==> src/sl_pkg.sv <==
package sl_pkg;

  ////////////////////////////////////////////////////////////////////////////
  // Message and credit types
  ////////////////////////////////////////////////////////////////////////////

  // Width of one user message
  localparam int MsgBits = 32;

  typedef logic [MsgBits-1:0] msg_t;

  // Credit field width, which caps NumCredits at 15
  localparam int CreditBits = 4;

  typedef logic [CreditBits-1:0] credit_t;

  // Payload header
  // TagData carries a valid message, TagCredit only returns credits
  typedef enum logic [1:0] {
    TagData   = 2'b01,
    TagCredit = 2'b10
  } tag_e;

  ////////////////////////////////////////////////////////////////////////////
  // Network payload
  ////////////////////////////////////////////////////////////////////////////

  // Credit sits in the low bits, so it leaves on the first flits
  typedef struct packed {
    msg_t    msg;
    tag_e    tag;
    credit_t credit;
  } payload_t;

  // 38 bits in total
  localparam int PayloadBits = $bits(payload_t);

  ////////////////////////////////////////////////////////////////////////////
  // Physical layer
  ////////////////////////////////////////////////////////////////////////////

  // Clock divide input, even values from 4 to 30
  localparam int ClkDivBits = 5;

  typedef logic [ClkDivBits-1:0] clk_div_t;

endpackage

==> src/sl_data_link.sv <==
`timescale 1ns/1ps

module sl_data_link #(
  parameter int NumLanes = 8
) (
  input  logic                clk_i,
  input  logic                rst_n_i,
  // Network side
  input  sl_pkg::payload_t    tx_payload_i,
  input  logic                tx_payload_valid_i,
  output logic                tx_payload_ready_o,
  output sl_pkg::payload_t    rx_payload_o,
  output logic                rx_payload_valid_o,
  // Phy side
  output logic [NumLanes-1:0] tx_flit_o,
  output logic                tx_flit_valid_o,
  input  logic                tx_flit_ready_i,
  input  logic [NumLanes-1:0] rx_flit_i,
  input  logic                rx_flit_valid_i
);

  localparam int PayloadSplits = (sl_pkg::PayloadBits + NumLanes - 1) / NumLanes;
  localparam int PadBits       = PayloadSplits * NumLanes;
  localparam int CntBits       = $clog2(PayloadSplits + 1);

  logic [PadBits-1:0] tx_shift_q;
  logic [CntBits-1:0] tx_cnt_q;
  logic               tx_busy_q;
  logic               tx_load;
  logic               tx_flit_xfer;
  logic [PadBits-1:0] rx_shift_q;
  logic [CntBits-1:0] rx_cnt_q;
  logic               rx_done_q;

  ////////////////////////////////////////////////////////////////////////////
  // Transmit serializer
  ////////////////////////////////////////////////////////////////////////////

  assign tx_payload_ready_o = !tx_busy_q;
  assign tx_load            = tx_payload_valid_i && tx_payload_ready_o;
  assign tx_flit_o          = tx_shift_q[NumLanes-1:0];
  assign tx_flit_valid_o    = tx_busy_q;
  assign tx_flit_xfer       = tx_busy_q && tx_flit_ready_i;

  always_ff @(posedge clk_i or negedge rst_n_i) begin
    if (!rst_n_i) begin
      tx_busy_q <= 1'b0;
      tx_cnt_q  <= '0;
      rx_cnt_q  <= '0;
      rx_done_q <= 1'b0;
    end else begin
      if (tx_load) begin
        tx_busy_q <= 1'b1;
        tx_cnt_q  <= '0;
      end else if (tx_flit_xfer) begin
        tx_cnt_q <= tx_cnt_q + 1'b1;
        if (tx_cnt_q == CntBits'(PayloadSplits - 1)) begin
          tx_busy_q <= 1'b0;
        end
      end
      // Receive counter wraps after the last flit of a payload
      rx_done_q <= 1'b0;
      if (rx_flit_valid_i) begin
        if (rx_cnt_q == CntBits'(PayloadSplits - 1)) begin
          rx_cnt_q  <= '0;
          rx_done_q <= 1'b1;
        end else begin
          rx_cnt_q <= rx_cnt_q + 1'b1;
        end
      end
    end
  end

  // Low bits leave first, the top flit is zero padded
  always_ff @(posedge clk_i) begin
    if (tx_load) begin
      tx_shift_q <= PadBits'(tx_payload_i);
    end else if (tx_flit_xfer) begin
      tx_shift_q <= tx_shift_q >> NumLanes;
    end
    if (rx_flit_valid_i) begin
      rx_shift_q <= (rx_shift_q >> NumLanes) | (PadBits'(rx_flit_i) << (PadBits - NumLanes));
    end
  end

  assign rx_payload_o       = rx_shift_q[sl_pkg::PayloadBits-1:0];
  assign rx_payload_valid_o = rx_done_q;

endmodule

==> src/sl_fifo.sv <==
`timescale 1ns/1ps

module sl_fifo #(
  parameter type elem_t = logic,
  parameter int  Depth  = 8
) (
  input  logic  clk_i,
  input  logic  rst_n_i,
  input  logic  push_i,
  input  elem_t data_i,
  input  logic  pop_i,
  output elem_t data_o,
  output logic  empty_o
);

  localparam int PtrBits = (Depth > 1) ? $clog2(Depth) : 1;
  localparam int CntBits = $clog2(Depth + 1);

  elem_t              mem_q [Depth];
  logic [PtrBits-1:0] wr_ptr_q;
  logic [PtrBits-1:0] rd_ptr_q;
  logic [CntBits-1:0] count_q;

  assign data_o  = mem_q[rd_ptr_q];
  assign empty_o = (count_q == '0);

  // Pointers wrap at Depth, which need not be a power of two
  always_ff @(posedge clk_i or negedge rst_n_i) begin
    if (!rst_n_i) begin
      wr_ptr_q <= '0;
      rd_ptr_q <= '0;
      count_q  <= '0;
    end else begin
      if (push_i) begin
        wr_ptr_q <= (wr_ptr_q == PtrBits'(Depth - 1)) ? '0 : wr_ptr_q + 1'b1;
      end
      if (pop_i) begin
        rd_ptr_q <= (rd_ptr_q == PtrBits'(Depth - 1)) ? '0 : rd_ptr_q + 1'b1;
      end
      count_q <= count_q + CntBits'(push_i) - CntBits'(pop_i);
    end
  end

  always_ff @(posedge clk_i) begin
    if (push_i) begin
      mem_q[wr_ptr_q] <= data_i;
    end
  end

endmodule

==> src/sl_network.sv <==
`timescale 1ns/1ps

module sl_network #(
  parameter int NumCredits = 8
) (
  input  logic             clk_i,
  input  logic             rst_n_i,
  // User transmit stream
  input  sl_pkg::msg_t     tx_msg_i,
  input  logic             tx_valid_i,
  output logic             tx_ready_o,
  // User receive stream
  output sl_pkg::msg_t     rx_msg_o,
  output logic             rx_valid_o,
  input  logic             rx_ready_i,
  // Towards the data link
  output sl_pkg::payload_t tx_payload_o,
  output logic             tx_payload_valid_o,
  input  logic             tx_payload_ready_i,
  // From the data link, single cycle pulse
  input  sl_pkg::payload_t rx_payload_i,
  input  logic             rx_payload_valid_i
);

  sl_pkg::payload_t out_q;
  logic             out_valid_q;
  sl_pkg::credit_t  credit_q;
  sl_pkg::credit_t  pending_q;
  sl_pkg::credit_t  rx_credit;
  logic             tx_xfer;
  logic             send_credit;
  logic             payload_done;
  logic             rx_push;
  logic             rx_pop;
  logic             fifo_empty;

  ////////////////////////////////////////////////////////////////////////////
  // Transmit side
  ////////////////////////////////////////////////////////////////////////////

  assign tx_ready_o   = (credit_q != '0) && !out_valid_q;
  assign tx_xfer      = tx_valid_i && tx_ready_o;
  assign payload_done = out_valid_q && tx_payload_ready_i;

  // Credit-only payload when the register is free and no message goes out
  assign send_credit = !out_valid_q && !tx_xfer &&
                       (pending_q >= sl_pkg::credit_t'(NumCredits / 2));

  assign tx_payload_o       = out_q;
  assign tx_payload_valid_o = out_valid_q;

  // Credits returned by the far side arrive with any payload type
  assign rx_credit = rx_payload_valid_i ? rx_payload_i.credit : '0;

  always_ff @(posedge clk_i or negedge rst_n_i) begin
    if (!rst_n_i) begin
      out_valid_q <= 1'b0;
      credit_q    <= sl_pkg::credit_t'(NumCredits);
      pending_q   <= '0;
    end else begin
      if (payload_done) begin
        out_valid_q <= 1'b0;
      end else if (tx_xfer || send_credit) begin
        out_valid_q <= 1'b1;
      end
      credit_q <= credit_q - sl_pkg::credit_t'(tx_xfer) + rx_credit;
      // Every outgoing payload drains the whole pending count
      if (tx_xfer || send_credit) begin
        pending_q <= sl_pkg::credit_t'(rx_pop);
      end else begin
        pending_q <= pending_q + sl_pkg::credit_t'(rx_pop);
      end
    end
  end

  always_ff @(posedge clk_i) begin
    if (tx_xfer) begin
      out_q.msg    <= tx_msg_i;
      out_q.tag    <= sl_pkg::TagData;
      out_q.credit <= pending_q;
    end else if (send_credit) begin
      out_q.msg    <= '0;
      out_q.tag    <= sl_pkg::TagCredit;
      out_q.credit <= pending_q;
    end
  end

  ////////////////////////////////////////////////////////////////////////////
  // Receive side
  ////////////////////////////////////////////////////////////////////////////

  assign rx_push    = rx_payload_valid_i && (rx_payload_i.tag == sl_pkg::TagData);
  assign rx_valid_o = !fifo_empty;
  assign rx_pop     = rx_valid_o && rx_ready_i;

  // Sized to the credit count, so it cannot overflow
  sl_fifo #(
    .elem_t ( sl_pkg::msg_t ),
    .Depth  ( NumCredits    )
  ) rx_fifo_i (
    .clk_i   ( clk_i            ),
    .rst_n_i ( rst_n_i          ),
    .push_i  ( rx_push          ),
    .data_i  ( rx_payload_i.msg ),
    .pop_i   ( rx_pop           ),
    .data_o  ( rx_msg_o         ),
    .empty_o ( fifo_empty       )
  );

endmodule

==> src/sl_phy.sv <==
`timescale 1ns/1ps

module sl_phy #(
  parameter int NumLanes = 8
) (
  input  logic                clk_i,
  input  logic                rst_n_i,
  input  sl_pkg::clk_div_t    clk_div_i,
  // Data link side
  input  logic [NumLanes-1:0] tx_flit_i,
  input  logic                tx_flit_valid_i,
  output logic                tx_flit_ready_o,
  output logic [NumLanes-1:0] rx_flit_o,
  output logic                rx_flit_valid_o,
  // Pins
  output logic                sl_clk_o,
  output logic [NumLanes-1:0] sl_lanes_o,
  input  logic                sl_clk_i,
  input  logic [NumLanes-1:0] sl_lanes_i
);

  sl_pkg::clk_div_t          div_cnt_q;
  logic                      tx_busy_q;
  logic                      tx_last;
  logic                      tx_accept;
  logic                      sl_clk_q;
  logic [NumLanes-1:0]       sl_lanes_q;
  logic [1:0]                clk_sync_q;
  logic                      clk_prev_q;
  logic [1:0][NumLanes-1:0]  lanes_sync_q;
  logic                      rx_edge;
  logic [NumLanes-1:0]       rx_flit_q;
  logic                      rx_valid_q;

  ////////////////////////////////////////////////////////////////////////////
  // Transmit, one forwarded clock period per flit
  ////////////////////////////////////////////////////////////////////////////

  assign tx_last         = tx_busy_q && (div_cnt_q == clk_div_i - 1'b1);
  // Next flit may load on the last cycle, so flits go back to back
  assign tx_flit_ready_o = !tx_busy_q || tx_last;
  assign tx_accept       = tx_flit_valid_i && tx_flit_ready_o;

  always_ff @(posedge clk_i or negedge rst_n_i) begin
    if (!rst_n_i) begin
      tx_busy_q  <= 1'b0;
      div_cnt_q  <= '0;
      sl_clk_q   <= 1'b0;
      sl_lanes_q <= '0;
    end else begin
      if (tx_accept) begin
        // Lanes change at the start of the low half
        tx_busy_q  <= 1'b1;
        div_cnt_q  <= '0;
        sl_clk_q   <= 1'b0;
        sl_lanes_q <= tx_flit_i;
      end else if (tx_last) begin
        tx_busy_q <= 1'b0;
        div_cnt_q <= '0;
        sl_clk_q  <= 1'b0;
      end else if (tx_busy_q) begin
        div_cnt_q <= div_cnt_q + 1'b1;
        if (div_cnt_q == (clk_div_i >> 1) - 1'b1) begin
          sl_clk_q <= 1'b1;
        end
      end
    end
  end

  assign sl_clk_o   = sl_clk_q;
  assign sl_lanes_o = sl_lanes_q;

  ////////////////////////////////////////////////////////////////////////////
  // Receive, sample on the forwarded clock rising edge
  ////////////////////////////////////////////////////////////////////////////

  assign rx_edge = clk_sync_q[1] && !clk_prev_q;

  always_ff @(posedge clk_i or negedge rst_n_i) begin
    if (!rst_n_i) begin
      clk_sync_q <= '0;
      clk_prev_q <= 1'b0;
      rx_valid_q <= 1'b0;
    end else begin
      clk_sync_q <= {clk_sync_q[0], sl_clk_i};
      clk_prev_q <= clk_sync_q[1];
      rx_valid_q <= rx_edge;
    end
  end

  // Lanes take the same two stages as the clock, so they line up at the edge
  always_ff @(posedge clk_i) begin
    lanes_sync_q <= {lanes_sync_q[0], sl_lanes_i};
    if (rx_edge) begin
      rx_flit_q <= lanes_sync_q[1];
    end
  end

  assign rx_flit_o       = rx_flit_q;
  assign rx_flit_valid_o = rx_valid_q;

endmodule

==> src/sl_top.sv <==
`timescale 1ns/1ps

module sl_top #(
  parameter int NumLanes   = 8,
  parameter int NumCredits = 8
) (
  input  logic                clk_i,
  input  logic                rst_n_i,
  input  sl_pkg::clk_div_t    clk_div_i,
  // User streams
  input  sl_pkg::msg_t        tx_msg_i,
  input  logic                tx_valid_i,
  output logic                tx_ready_o,
  output sl_pkg::msg_t        rx_msg_o,
  output logic                rx_valid_o,
  input  logic                rx_ready_i,
  // Pins
  output logic                sl_clk_o,
  output logic [NumLanes-1:0] sl_lanes_o,
  input  logic                sl_clk_i,
  input  logic [NumLanes-1:0] sl_lanes_i
);

  sl_pkg::payload_t    tx_payload;
  logic                tx_payload_valid;
  logic                tx_payload_ready;
  sl_pkg::payload_t    rx_payload;
  logic                rx_payload_valid;
  logic [NumLanes-1:0] tx_flit;
  logic                tx_flit_valid;
  logic                tx_flit_ready;
  logic [NumLanes-1:0] rx_flit;
  logic                rx_flit_valid;

  ////////////////////////////////////////////////////////////////////////////
  // Network layer
  ////////////////////////////////////////////////////////////////////////////

  sl_network #(
    .NumCredits ( NumCredits )
  ) sl_network_i (
    .clk_i              ( clk_i            ),
    .rst_n_i            ( rst_n_i          ),
    .tx_msg_i           ( tx_msg_i         ),
    .tx_valid_i         ( tx_valid_i       ),
    .tx_ready_o         ( tx_ready_o       ),
    .rx_msg_o           ( rx_msg_o         ),
    .rx_valid_o         ( rx_valid_o       ),
    .rx_ready_i         ( rx_ready_i       ),
    .tx_payload_o       ( tx_payload       ),
    .tx_payload_valid_o ( tx_payload_valid ),
    .tx_payload_ready_i ( tx_payload_ready ),
    .rx_payload_i       ( rx_payload       ),
    .rx_payload_valid_i ( rx_payload_valid )
  );

  ////////////////////////////////////////////////////////////////////////////
  // Data link and physical layers
  ////////////////////////////////////////////////////////////////////////////

  sl_data_link #(
    .NumLanes ( NumLanes )
  ) sl_data_link_i (
    .clk_i              ( clk_i            ),
    .rst_n_i            ( rst_n_i          ),
    .tx_payload_i       ( tx_payload       ),
    .tx_payload_valid_i ( tx_payload_valid ),
    .tx_payload_ready_o ( tx_payload_ready ),
    .rx_payload_o       ( rx_payload       ),
    .rx_payload_valid_o ( rx_payload_valid ),
    .tx_flit_o          ( tx_flit          ),
    .tx_flit_valid_o    ( tx_flit_valid    ),
    .tx_flit_ready_i    ( tx_flit_ready    ),
    .rx_flit_i          ( rx_flit          ),
    .rx_flit_valid_i    ( rx_flit_valid    )
  );

  sl_phy #(
    .NumLanes ( NumLanes )
  ) sl_phy_i (
    .clk_i           ( clk_i         ),
    .rst_n_i         ( rst_n_i       ),
    .clk_div_i       ( clk_div_i     ),
    .tx_flit_i       ( tx_flit       ),
    .tx_flit_valid_i ( tx_flit_valid ),
    .tx_flit_ready_o ( tx_flit_ready ),
    .rx_flit_o       ( rx_flit       ),
    .rx_flit_valid_o ( rx_flit_valid ),
    .sl_clk_o        ( sl_clk_o      ),
    .sl_lanes_o      ( sl_lanes_o    ),
    .sl_clk_i        ( sl_clk_i      ),
    .sl_lanes_i      ( sl_lanes_i    )
  );

endmodule

==> config.mk <==
export PLATFORM = sky130hd
export DESIGN_NAME = sl_top
export DESIGN_NICKNAME = d
export VERILOG_FILES = /design/src/sl_pkg.sv /design/src/sl_data_link.sv /design/src/sl_fifo.sv /design/src/sl_network.sv /design/src/sl_phy.sv /design/src/sl_top.sv
export SDC_FILE = /design/constraint.sdc
export NUM_CORES = 1
export LEC_CHECK = 0
export ABC_AREA = 1
export BUFFER_PORTS_ARGS = -buffer_cell sky130_fd_sc_hd__buf_4
export CAP_MARGIN = 20
export CORE_ASPECT_RATIO = 0.6
export CORE_MARGIN = 3
export CORE_UTILIZATION = 35
export CTS_BUF_LIST = sky130_fd_sc_hd__clkbuf_8
export CTS_CLUSTER_SIZE = 8
export DETAILED_ROUTE_END_ITERATION = 12
export GPL_ROUTABILITY_DRIVEN = 0
export PLACE_DENSITY = 0.54
export SLEW_MARGIN = 10
export SYNTH_ARGS = -nofsm -noshare
export SYNTH_HDL_FRONTEND = slang
export SYNTH_SLANG_ARGS = --single-unit
==> constraint.sdc <==
create_clock -name clk_i -period 5.25 [get_ports clk_i]
set_input_delay 0.2625 -clock clk_i [delete_from_list [all_inputs] [get_ports clk_i]]
set_output_delay 0.2625 -clock clk_i [all_outputs]
set_load 0.05 [all_outputs]
---- Word-level counts from Yosys, hierarchy flattened ----
Memory sizes are Yosys's and may differ from the RTL's.
Index checks and enable logic that the tools add are counted.
word-level totals
  register bits ........................... 186
  memory bits (writable) .................. 256
  input port bits ......................... 50
  output and inout bits ................... 43
  logic and storage cells ................. 105
  memories kept ........................... 1
memories
  name                          words  bits a word  read ports  clocked after Yosys merged registers in  wr ports  RTL line       RTL
  sl_network_i.rx_fifo_i.mem_q  8      32           1           0                                        1         sl_fifo.sv:19  elem_t mem_q [Depth];
cells by class
  $add $sub $neg .......................... 12
  magnitude comparators ................... 1
  equality and inequality tests ........... 7
  multiplexer cells ....................... 29
  bitwise operators ....................... 1
  reductions and logical operators ........ 29
operators with widths
  kind                                                                                 count
  38-bit 2-to-1 mux                                                                    4
  32-bit by 40-bit bitwise OR with 40-bit output                                       1
  1-bit 2-to-1 mux                                                                     15
  3-bit 2-to-1 mux                                                                     5
  5-bit 2-to-1 mux                                                                     3
  3-bit by 1-bit adder with 3-bit output, second input constant                        4
  3-bit equality test, second input constant                                           4
  5-bit equality test                                                                  2
  1-bit logical AND                                                                    10
  2-bit nonzero test                                                                   5
  4-bit by 1-bit adder with 4-bit output                                               2
  4-bit 2-to-1 mux                                                                     2
  4-bit by 1-bit subtractor with 4-bit output                                          2
  1-bit logical NOT                                                                    6
  3-bit nonzero test                                                                   2
  5-bit by 1-bit adder with 5-bit output, second input constant                        1
  4-bit by 1-bit subtractor with 5-bit output, second input constant                   1
  5-bit by 1-bit subtractor with 5-bit output, second input constant                   1
  4-bit adder                                                                          1
  4-bit by 3-bit greater-or-equal comparator with 1-bit output, second input constant  1
  4-bit logical NOT                                                                    1
  2-bit AND reduction                                                                  2
  4-bit nonzero test                                                                   1
  2-bit by 1-bit equality test with 1-bit output, second input constant                1
  1-bit logical OR                                                                     2

---- Depth between registers and ports, before layout ----
Gate-level depths: netlist of the first run.
  depth after elaboration ................. 9
  gate-level depth with buffers ........... 14
  gate-level depth less buffers ........... 13

---- Modules after synthesis ----
Synthesis of the first run repeated with hierarchy kept, for this count alone.
second synthesis, totals
  cells, all modules ...................... 1813
  area, all modules ....................... 19057.0 µm²
by module, submodules not included
  module        instances  cells each  area each (µm²)  sequential area each (µm²)
  sl_fifo       1          1173        11678.7          7937.6
  sl_data_link  1          285         3580.9           2542.4
  sl_network    1          194         2147.1           1347.5
  sl_phy        1          161         1650.3           1036.0

---- Worst setup path before layout of the first run ----
Ideal clock, no wire load.
  path type ............................... flip-flop to flip-flop
  from .................................... reg sl_data_link_i.rx_done_q (netlist: sl_data_link_i.rx_payload_valid_o)
  to ...................................... mem sl_network_i.rx_fifo_i.mem_q[1][0] (netlist bit), enable pin
  setup time .............................. 0.421 ns
  data arrival time ....................... 2.291 ns
  data required time ...................... 4.829 ns
  slack ................................... 2.538 ns
  cell stages (with the launch flop) ...... 7
  buffers on the path ..................... 0
  period minus slack after synthesis ...... 2.712 ns
  path through ............................ dfrtp_1 > nand2_1 > nor2_1 > inv_1 > nor2_1 > inv_1 > nor2_1
on the way
  word-level cells in the longest chain between the ends .. 3
RTL lines
  item                                    RTL line            RTL
  from (decl)                             sl_data_link.sv:33  logic rx_done_q;
  from (signal assigned)                  sl_data_link.sv:50  rx_done_q <= 1'b0;
  from (signal assigned)                  sl_data_link.sv:62  rx_done_q <= 1'b0;
  from (signal assigned)                  sl_data_link.sv:66  rx_done_q <= 1'b1;
  1-bit logical AND                       sl_network.sv:92    assign rx_push = rx_payload_valid_i && (rx_payload_i.tag == sl_pkg::TagData);
  via sl_network_i.rx_fifo_i.push_i       sl_fifo.sv:9        input logic push_i,
  1-bit 2-to-1 mux                        sl_fifo.sv:45       if (push_i) begin
  1-bit 2-to-1 mux (not written as such)  sl_fifo.sv:46       mem_q[wr_ptr_q] <= data_i;
  to (decl)                               sl_fifo.sv:19
The timed path passes the listed nets, and every way through them passes these cells.

---- Worst setup path after layout of the first run ----
  from .................................... reg sl_network_i.rx_fifo_i.rd_ptr_q[0]
  to ...................................... out rx_msg_o[10]
on the way
  word-level cells in the longest chain between the ends .. 1
RTL lines
  item                    RTL line       RTL
  from (decl)             sl_fifo.sv:21  logic [PtrBits-1:0] rd_ptr_q;
  from (signal assigned)  sl_fifo.sv:38  rd_ptr_q <= (rd_ptr_q == PtrBits'(Depth - 1)) ? '0 : rd_ptr_q + 1'b1;
  memory 8 x 32 bit       n/a
  to (decl)               sl_top.sv:14   output sl_pkg::msg_t rx_msg_o,
Every way passes these cells.

==> results of run 1 <==
-- layout make-up --
type | count | area [µm²]
inverters | 101 | 380
clock buffers | 73 | 1000
well taps | 640 | 801
multi-input cells | 705 | 3770
repair buffers | 152 | 1260
fillers | 4461 | 27900
flip-flops and latches | 442 | 12900
clock inverters | 43 | 228
-- sequential cells by signal, indices dropped and copies added (netlist names), 5 cells and up --
register and count:
sl_phy_i.div_cnt_q 5, sl_network_i.rx_fifo_i.mem_q 256, sl_network_i.tx_payload_o 38, sl_data_link_i.rx_shift_q 40, sl_phy_i.lanes_sync_q 16, sl_data_link_i.tx_shift_q 38, sl_phy_i.sl_lanes_o 8, sl_phy_i.rx_flit_o 8
-- per-layer routing --
| metal | track usage (%) | routed length [µm] | vias to the layer above |
|---|---|---|---|
| met5 | 0 | 0 | - |
| met4 | 3.90 | 613 | 0 |
| met3 | 3.38 | 1900 | 61 |
| met2 | 22.4 | 16700 | 219 |
| met1 | 21.1 | 18300 | 5000 |
| li1 | - | - | 4911 |
-- cells in the mapped netlist, drive strengths merged --
library cell  instances
o211ai                2
xnor2                 6
nor3b                 1
or2                   3
clkbuf               20
inv                 101
xor2                  7
fa                    2
nor2                262
nand3b                1
dfxtp                18
o21ai                78
a21oi                 6
ha                   25
mux2                 29
nand3                29
o32ai                64
dfrtp                45
o22ai                 4
buf                  40
dfstp                 1
edfxtp              378
nand2               185
nand4                 1
-- logic make-up (layout without fill, tap and decap cells) --
logic type / count (synthesis) / after routing / synth area share (%)
DFF: 442 / 442 / 74.5
xor gates and xnor gates: 13 / 13 / 0.660
AOI/OAI and AO/OA: 154 / 154 / 5.91
buffers and inverters: 161 / 369 / 4.00
muxes: 29 / 29 / 1.89
adders and majority gates: 27 / 27 / 2.04
and+or+nand+nor: 482 / 482 / 11.0
-- critical path, stage by stage, from the launching register on --
cell and delay [ns]:
sky130_fd_sc_hd__dfrtp_4 0.79, sky130_fd_sc_hd__clkinv_2 0.14, sky130_fd_sc_hd__buf_4 0.78, sky130_fd_sc_hd__nor2_1 0.08, sky130_fd_sc_hd__o32ai_1 0.32, sky130_fd_sc_hd__nand2_1 0.09, sky130_fd_sc_hd__nand2_1 0.11, sky130_fd_sc_hd__buf_4 0.20
-- how the worst min path moves through the flow --
stage / to / slack [ns]
finish: sl_phy_i.sl_lanes_o[2] / 0.23
floorplan: sl_data_link_i.rx_cnt_q[0] / -0.03
global route: sl_phy_i.sl_clk_o / 0.21
CTS: sl_phy_i.sl_clk_o / 0.17
global placement: sl_phy_i.lanes_sync_q[8] / 0.31
detailed placement: sl_phy_i.lanes_sync_q[13] / 0.31
-- power groups by stage --
stage / clock [mW] / combinational (mW) / sequential, mW
finish: 2.65 / 3.29 / 4.48
global route: 2.91 / 3.62 / 4.53
CTS: 2.76 / 3.34 / 4.48
detailed placement: 0 / 3.30 / 4.55
global placement: 0 / 3.27 / 4.54
floorplan: 0 / 2.45 / 4.41
-- through the flow --
| step | util [%] | worst slack [ns] |
|---|---|---|
| final | 42.1 | 1.72 |
| after global routing | 42.1 | 1.35 |
| after CTS | 42.1 | 1.67 |
| after detailed placement | 38.6 | 2.24 |
| after global placement | 38.6 | 2.26 |
| after floorplan | - | 2.54 |
==> run summary, run 1 <==
POWER
------------------------------------------------------------------------------------------
Maximum resistive drop on vdd ...............................................     0.362 mV
Share of total power in combinational logic .................................        31.6%
Leakage power of the design .................................................      7.74 nW
Int Pwr .....................................................................      6.50 mW
Fraction of power consumed by sequential logic ..............................        43.0%
Relative contribution of the clock network to total power ...................        25.4%
Areal power density over the cells ..........................................   513 nW/µm²
Switching fraction of total power ...........................................        37.6%
Overall power consumption ...................................................      10.4 mW
Net switching power .........................................................      3.92 mW

DETAILED ROUTING
------------------------------------------------------------------------------------------
Count of nets left with antenna violations after detail routing .............            0
TritonRoute pass-1 iters ....................................................            5
Count of routing violations after the opening detailed-route iteration ......          923
Routed len/inst .............................................................      17.4 µm
Remaining routing DRC violations ............................................            0
Number of vias in the routed layout .........................................        10.2k
Avg Vias per Cell ...........................................................         4.73
Wirelength, routed ..........................................................     37500 µm

SYNTH
------------------------------------------------------------------------------------------
Top post-synthesis cells by area ............................................ sky130_fd_sc_hd__edfxtp_1 (66%), sky130_fd_sc_hd__dfrtp_1 (6.5%), sky130_fd_sc_hd__nor2_1 (5.7%)
Netlist area before placement ...............................................    17300 µm²
Yosys warns .................................................................            0
Sequential element share of the synthesized area ............................        74.5%
Post-synthesis net count ....................................................         1385
Number of synthesized register bits .........................................          442
Number of library cell types mapped by synthesis ............................           33
Top cell type's share of synthesized area ...................................        65.7%
Post-synthesis cell type with the largest combined area ..................... sky130_fd_sc_hd__edfxtp_1
Cell count after synthesis ..................................................         1308
Synthesized area per cell ...................................................     13.2 µm²

CRITICAL PATH
------------------------------------------------------------------------------------------
Launching instance or port of the critical path ............................. sl_network_i.rx_fifo_i.rd_ptr_q[0]
Worst EP required ...........................................................      4.99 ns
CP Max Fanout ...............................................................           93
Crit path arrival time ......................................................      3.26 ns
R2R cell count ..............................................................            8
Startpoint type of the worst setup path .....................................         flop
Worst setup endpoint ........................................................ rx_msg_o[10]
Endpoint of the lowest-slack register-to-register path ...................... sl_network_i.tx_payload_o[1]
Critical setup path kind .................................................... flop to output pin
Worst R2R Setup Slack .......................................................      2.30 ns
Startpoint of the worst register-to-register path ........................... sl_network_i.credit_q[3]
Kind of end point of the critical path ......................................   output pin

GRT
------------------------------------------------------------------------------------------
Maximum number of pins on one net before global-route repair ................           95
Overall track demand over capacity in global routing ........................        14.6%
Wire length of the first global-routing pass ................................     59400 µm
Overflow after GRT ..........................................................            0
Antenna violations before repair ............................................            0
Number of global-route vias before repair ...................................        10.3k

CLOCKING
------------------------------------------------------------------------------------------
H-Tree Depth ................................................................            3
Post-CTS sizing .............................................................            0
Clock Path Buffers ..........................................................            3
Inserted Clock Buffers ......................................................           70
Clock edge transition at the registers on the reported setup and hold paths .      0.06 ns
# hold bufs at CTS ..........................................................           43
Clock latency of the later-clocked register in the worst-skew pair ..........      0.62 ns
Setup fix buffers added after clock tree synthesis ..........................            0
CTS Root Cell ............................................................... sky130_fd_sc_hd__clkbuf_8
Number of clock sinks .......................................................          442
Clock tree from TritonCTS ...................................................         done

CELLS AND AREA
------------------------------------------------------------------------------------------
Final instance count without filler cells ...................................         2156
Number of nets in the final layout ..........................................         1549
Top library cells by usage in the layout, fill and taps aside ............... sky130_fd_sc_hd__edfxtp_1 (378), sky130_fd_sc_hd__nor2_1 (253), sky130_fd_sc_hd__nand2_1 (181), sky130_fd_sc_hd__inv_1 (128), sky130_fd_sc_hd__buf_4 (108)
Most common library cell in the layout ignoring fill and taps ............... sky130_fd_sc_hd__edfxtp_1
Diodes inserted .............................................................            0
Synth-to-Final Area Change ..................................................        17.7%
Fraction of final layout cells sized beyond drive strength 1 ................        16.3%
Final instance area .........................................................    20300 µm²

FLOORPLAN
------------------------------------------------------------------------------------------
Overall die area ............................................................    52100 µm²
Core Region .................................................................    48300 µm²
Initial Utilization .........................................................        35.8%
Boundary pin count ..........................................................           93
DIE HEIGHT ..................................................................       178 µm
Std-Cell Rows ...............................................................           62
X dimension of the die ......................................................       293 µm

TIMING
------------------------------------------------------------------------------------------
Final hold violations .......................................................            0
Post-route worst hold slack .................................................     0.228 ns
RSZ-0062 raised after global routing ........................................           no
Tmin final ..................................................................      3.53 ns
Max Clock Freq ..............................................................      284 MHz
Worst max-slew margin expressed relative to the limit .......................        29.2%
Pin slew with the least headroom to its limit ...............................      1.06 ns
Max-slew violation count ....................................................            0
Clk_skew ....................................................................    0.0235 ns
Setup_tns ...................................................................         0 ns
Number of setup violations in the final report ..............................            0
Final worst path period share ...............................................        67.2%

PLACEMENT
------------------------------------------------------------------------------------------
PortBufs ....................................................................           92
Post-detail-place hpwl ......................................................     20700 µm
Total placed cells including tap cells ......................................         1996
Post-detailed-placement cell area ...........................................    18600 µm²

HOLD PATH
------------------------------------------------------------------------------------------
Type of the worst min-delay path ............................................ primary input to asynchronous set/reset pin

RUN
------------------------------------------------------------------------------------------
Max-cap check violation count ...............................................            0

STATUS
------------------------------------------------------------------------------------------
Result of the run ........................................................... finished clean

No activity file was read; power rests on OpenSTA's default activity.
==> inputs of run 2 (changes only) <==
--- a/config.mk
+++ b/config.mk
@@ -15,7 +15,7 @@
 export CTS_CLUSTER_SIZE = 8
 export DETAILED_ROUTE_END_ITERATION = 12
 export GPL_ROUTABILITY_DRIVEN = 0
-export PLACE_DENSITY = 0.54
+export PLACE_DENSITY = 0.55
 export SLEW_MARGIN = 10
 export SYNTH_ARGS = -nofsm -noshare
 export SYNTH_HDL_FRONTEND = slang
==> constraint.sdc (replaced) <==
create_clock -name clk_i -period 3.2 [get_ports clk_i]
set_input_delay 0.16 -clock clk_i [delete_from_list [all_inputs] [get_ports clk_i]]
set_output_delay 0.16 -clock clk_i [all_outputs]
set_load 0.05 [all_outputs]
==> run 2 against run 1 <==
Effect of this change: global-route usage about the same; largest cell class unchanged; combinational power up 75%; wire length up 0.28%; register-to-register slack worse by 1.4 ns; die area unchanged; flip-flop and latch count unchanged; critical path depth unchanged; highest routed layer unchanged; sequential share of layout area down 0.66 points; via count about the same; clock skew up 0.00087 ns.
==> run summary, run 2 (synthesis gave the netlist of run 1 again) <==
CELLS AND AREA
------------------------------------------------------------------------------------------
Final instance area .........................................................    20500 µm²
Number of flip-flops under the largest register name ........................          256
Top library cells by usage in the layout, fill and taps aside ............... sky130_fd_sc_hd__edfxtp_1 (378), sky130_fd_sc_hd__nor2_1 (253), sky130_fd_sc_hd__nand2_1 (181), sky130_fd_sc_hd__inv_1 (128), sky130_fd_sc_hd__buf_4 (106)
Largest register by flop count .............................................. sl_network_i.rx_fifo_i.mem_q
Share of the core filled with cells in the final layout .....................        42.6%
Diodes inserted .............................................................            0
Number of nets in the final layout ..........................................         1559
Fraction of final layout cells sized beyond drive strength 1 ................        16.6%
Largest registers ranked by flip-flop count ................................. sl_network_i.rx_fifo_i.mem_q: 256 flops, sl_data_link_i.rx_shift_q: 40 flops
Most common library cell in the layout ignoring fill and taps ............... sky130_fd_sc_hd__edfxtp_1
Synth-to-Final Area Change ..................................................        18.9%

PLACEMENT
------------------------------------------------------------------------------------------
Post-place setup slack ......................................................     0.917 ns
PortBufs ....................................................................           92
Post-detailed-placement cell area ...........................................    18800 µm²
Post-detail-place hpwl ......................................................     20500 µm

FLOORPLAN
------------------------------------------------------------------------------------------
Std-Cell Rows ...............................................................           62
Initial Utilization .........................................................        35.8%
Boundary pin count ..........................................................           93
Overall die area ............................................................    52100 µm²
DIE HEIGHT ..................................................................       178 µm
Core Region .................................................................    48300 µm²
X dimension of the die ......................................................       293 µm

POWER
------------------------------------------------------------------------------------------
Maximum resistive drop on vdd ...............................................     0.607 mV
Overall power consumption ...................................................      17.3 mW
Areal power density over the cells ..........................................   841 nW/µm²
Leakage power of the design .................................................      7.82 nW

CLOCKING
------------------------------------------------------------------------------------------
Clock latency of the later-clocked register in the worst-skew pair ..........      0.61 ns
H-Tree Depth ................................................................            3
Clock tree from TritonCTS ...................................................         done
Setup fix buffers added after clock tree synthesis ..........................            0
Inserted Clock Buffers ......................................................           71
Post-CTS sizing .............................................................            0
Number of clock sinks .......................................................          442
CTS Root Cell ............................................................... sky130_fd_sc_hd__clkbuf_8
Clock edge transition at the registers on the reported setup and hold paths .      0.06 ns
Clock Path Buffers ..........................................................            3

GRT
------------------------------------------------------------------------------------------
Overall track demand over capacity in global routing ........................        14.6%
Maximum number of pins on one net before global-route repair ................          131
Antenna violations before repair ............................................            0
Wire length of the first global-routing pass ................................     59200 µm
Overflow after GRT ..........................................................            0
Number of global-route vias before repair ...................................        10.4k

DETAILED ROUTING
------------------------------------------------------------------------------------------
Remaining routing DRC violations ............................................            0
Count of nets left with antenna violations after detail routing .............            0
Avg Vias per Cell ...........................................................         4.70
Count of routing violations after the opening detailed-route iteration ......          741
Number of vias in the routed layout .........................................        10.2k
Routed len/inst .............................................................      17.3 µm
Wirelength, routed ..........................................................     37600 µm
TritonRoute pass-1 iters ....................................................            5

TIMING
------------------------------------------------------------------------------------------
Setup_tns ...................................................................         0 ns
Worst max-slew margin expressed relative to the limit .......................        37.9%
Max-slew violation count ....................................................            0
RSZ-0062 raised after global routing ........................................           no
Final worst path period share ...............................................        87.7%
Clk_skew ....................................................................    0.0244 ns
Final hold violations .......................................................            0
Number of setup violations in the final report ..............................            0
Tmin final ..................................................................      2.81 ns
Max Clock Freq ..............................................................      356 MHz
Pin slew with the least headroom to its limit ...............................     0.929 ns
Worst setup slack after layout ..............................................     0.393 ns

HOLD PATH
------------------------------------------------------------------------------------------
Endpoint of the worst hold path ............................................. sl_phy_i.sl_clk_o
Startpoint of the most critical hold path ................................... clk_div_i[1]
Worst hold stages ...........................................................            8
Type of the worst min-delay path ............................................ primary input to flop

CRITICAL PATH
------------------------------------------------------------------------------------------
Crit path arrival time ......................................................      2.65 ns
Worst R2R Setup Slack .......................................................      0.91 ns
Startpoint of the worst register-to-register path ........................... sl_data_link_i.rx_payload_valid_o
CP Max Fanout ...............................................................           55
Startpoint type of the worst setup path .....................................         flop
Worst EP required ...........................................................      3.04 ns
Endpoint of the lowest-slack register-to-register path ...................... sl_network_i.rx_fifo_i.mem_q[2][14]
Kind of end point of the critical path ......................................   output pin
Critical setup path kind .................................................... flop to output pin
R2R cell count ..............................................................            5

RUN
------------------------------------------------------------------------------------------
Max-cap check violation count ...............................................            0

STATUS
------------------------------------------------------------------------------------------
Result of the run ........................................................... finished clean

## run 2: cell types whose count changed in the layout (fill, tap and decap cells not counted), sizes merged
cell	before	now
buf	109	117
clkbuf	73	72
clkinv	7	12
clkinvlp	3	1
dlygate4sd3	43	44
inv	133	134
## run 2: worst max-delay path by stage
stage / start / end / slack, ns / depth (start not counted)
after floorplan: sl_data_link_i.rx_payload_valid_o / sl_network_i.rx_fifo_i.mem_q[1][0] / 0.49 / 6
after global placement: sl_data_link_i.rx_payload_valid_o / sl_network_i.rx_fifo_i.mem_q[0][9] / 0.98 / 5
after detailed placement: sl_data_link_i.rx_payload_valid_o / sl_network_i.rx_fifo_i.mem_q[2][9] / 0.92 / 5
after CTS: sl_network_i.rx_fifo_i.rd_ptr_q[0] / rx_msg_o[31] / 0.32 / 7
after global routing: sl_network_i.rx_fifo_i.rd_ptr_q[0] / rx_msg_o[26] / 0.15 / 7
final: sl_network_i.rx_fifo_i.rd_ptr_q[0] / rx_msg_o[31] / 0.39 / 7
## run 2: power by group
| group | leakage, nW | internal (mW) | switching (mW) |
|---|---|---|---|
| clock | 0.748 | 2.19 | 2.21 |
| combinational | 2.94 | 1.81 | 3.96 |
| sequential | 4.14 | 6.76 | 0.344 |
## run 2: worst max-delay path, cell delays in order (launching register included)
cell and delay (ns):
sky130_fd_sc_hd__dfrtp_4 0.50, sky130_fd_sc_hd__clkinv_2 0.41, sky130_fd_sc_hd__buf_12 0.33, sky130_fd_sc_hd__nor2_1 0.08, sky130_fd_sc_hd__o32ai_1 0.29, sky130_fd_sc_hd__nand2_1 0.09
sky130_fd_sc_hd__nand2_1 0.12, sky130_fd_sc_hd__buf_4 0.21
## run 2: layer usage
metal  global-route usage, %  share of wire, %  vias up
met5                       0                 0        -
met4                    4.49               1.7        0
met3                    3.43               4.5       60
met2                    22.8                45      211
met1                    20.4                48     4988
li1                        -                 -     4930
## run 2: layout make-up
class                      instances  area (µm²)
fill                            4489       27700
sequential                       442       12900
multi-input combinational        705        3770
timing repair buffer             161        1460
clock buffer                      72         991
tap                              640         801
inverter                         101         380
clock inverter                    47         260
## run 2: what timing repair did
action,4_1_cts,5_1_grt
endpoints found under the hold margin,93,0
setup endpoints to repair,0,0
hold buffers,44,0
## run 2: metrics by stage
step / hold slack (ns) / cells
after detailed placement: 0.218 / 2005
after CTS: 0.0142 / 2168
final: 0.0863 / 2168
after global placement: 0.220 / 2005
after global routing: 0.0725 / 2168
after floorplan: -0.136 / 1308
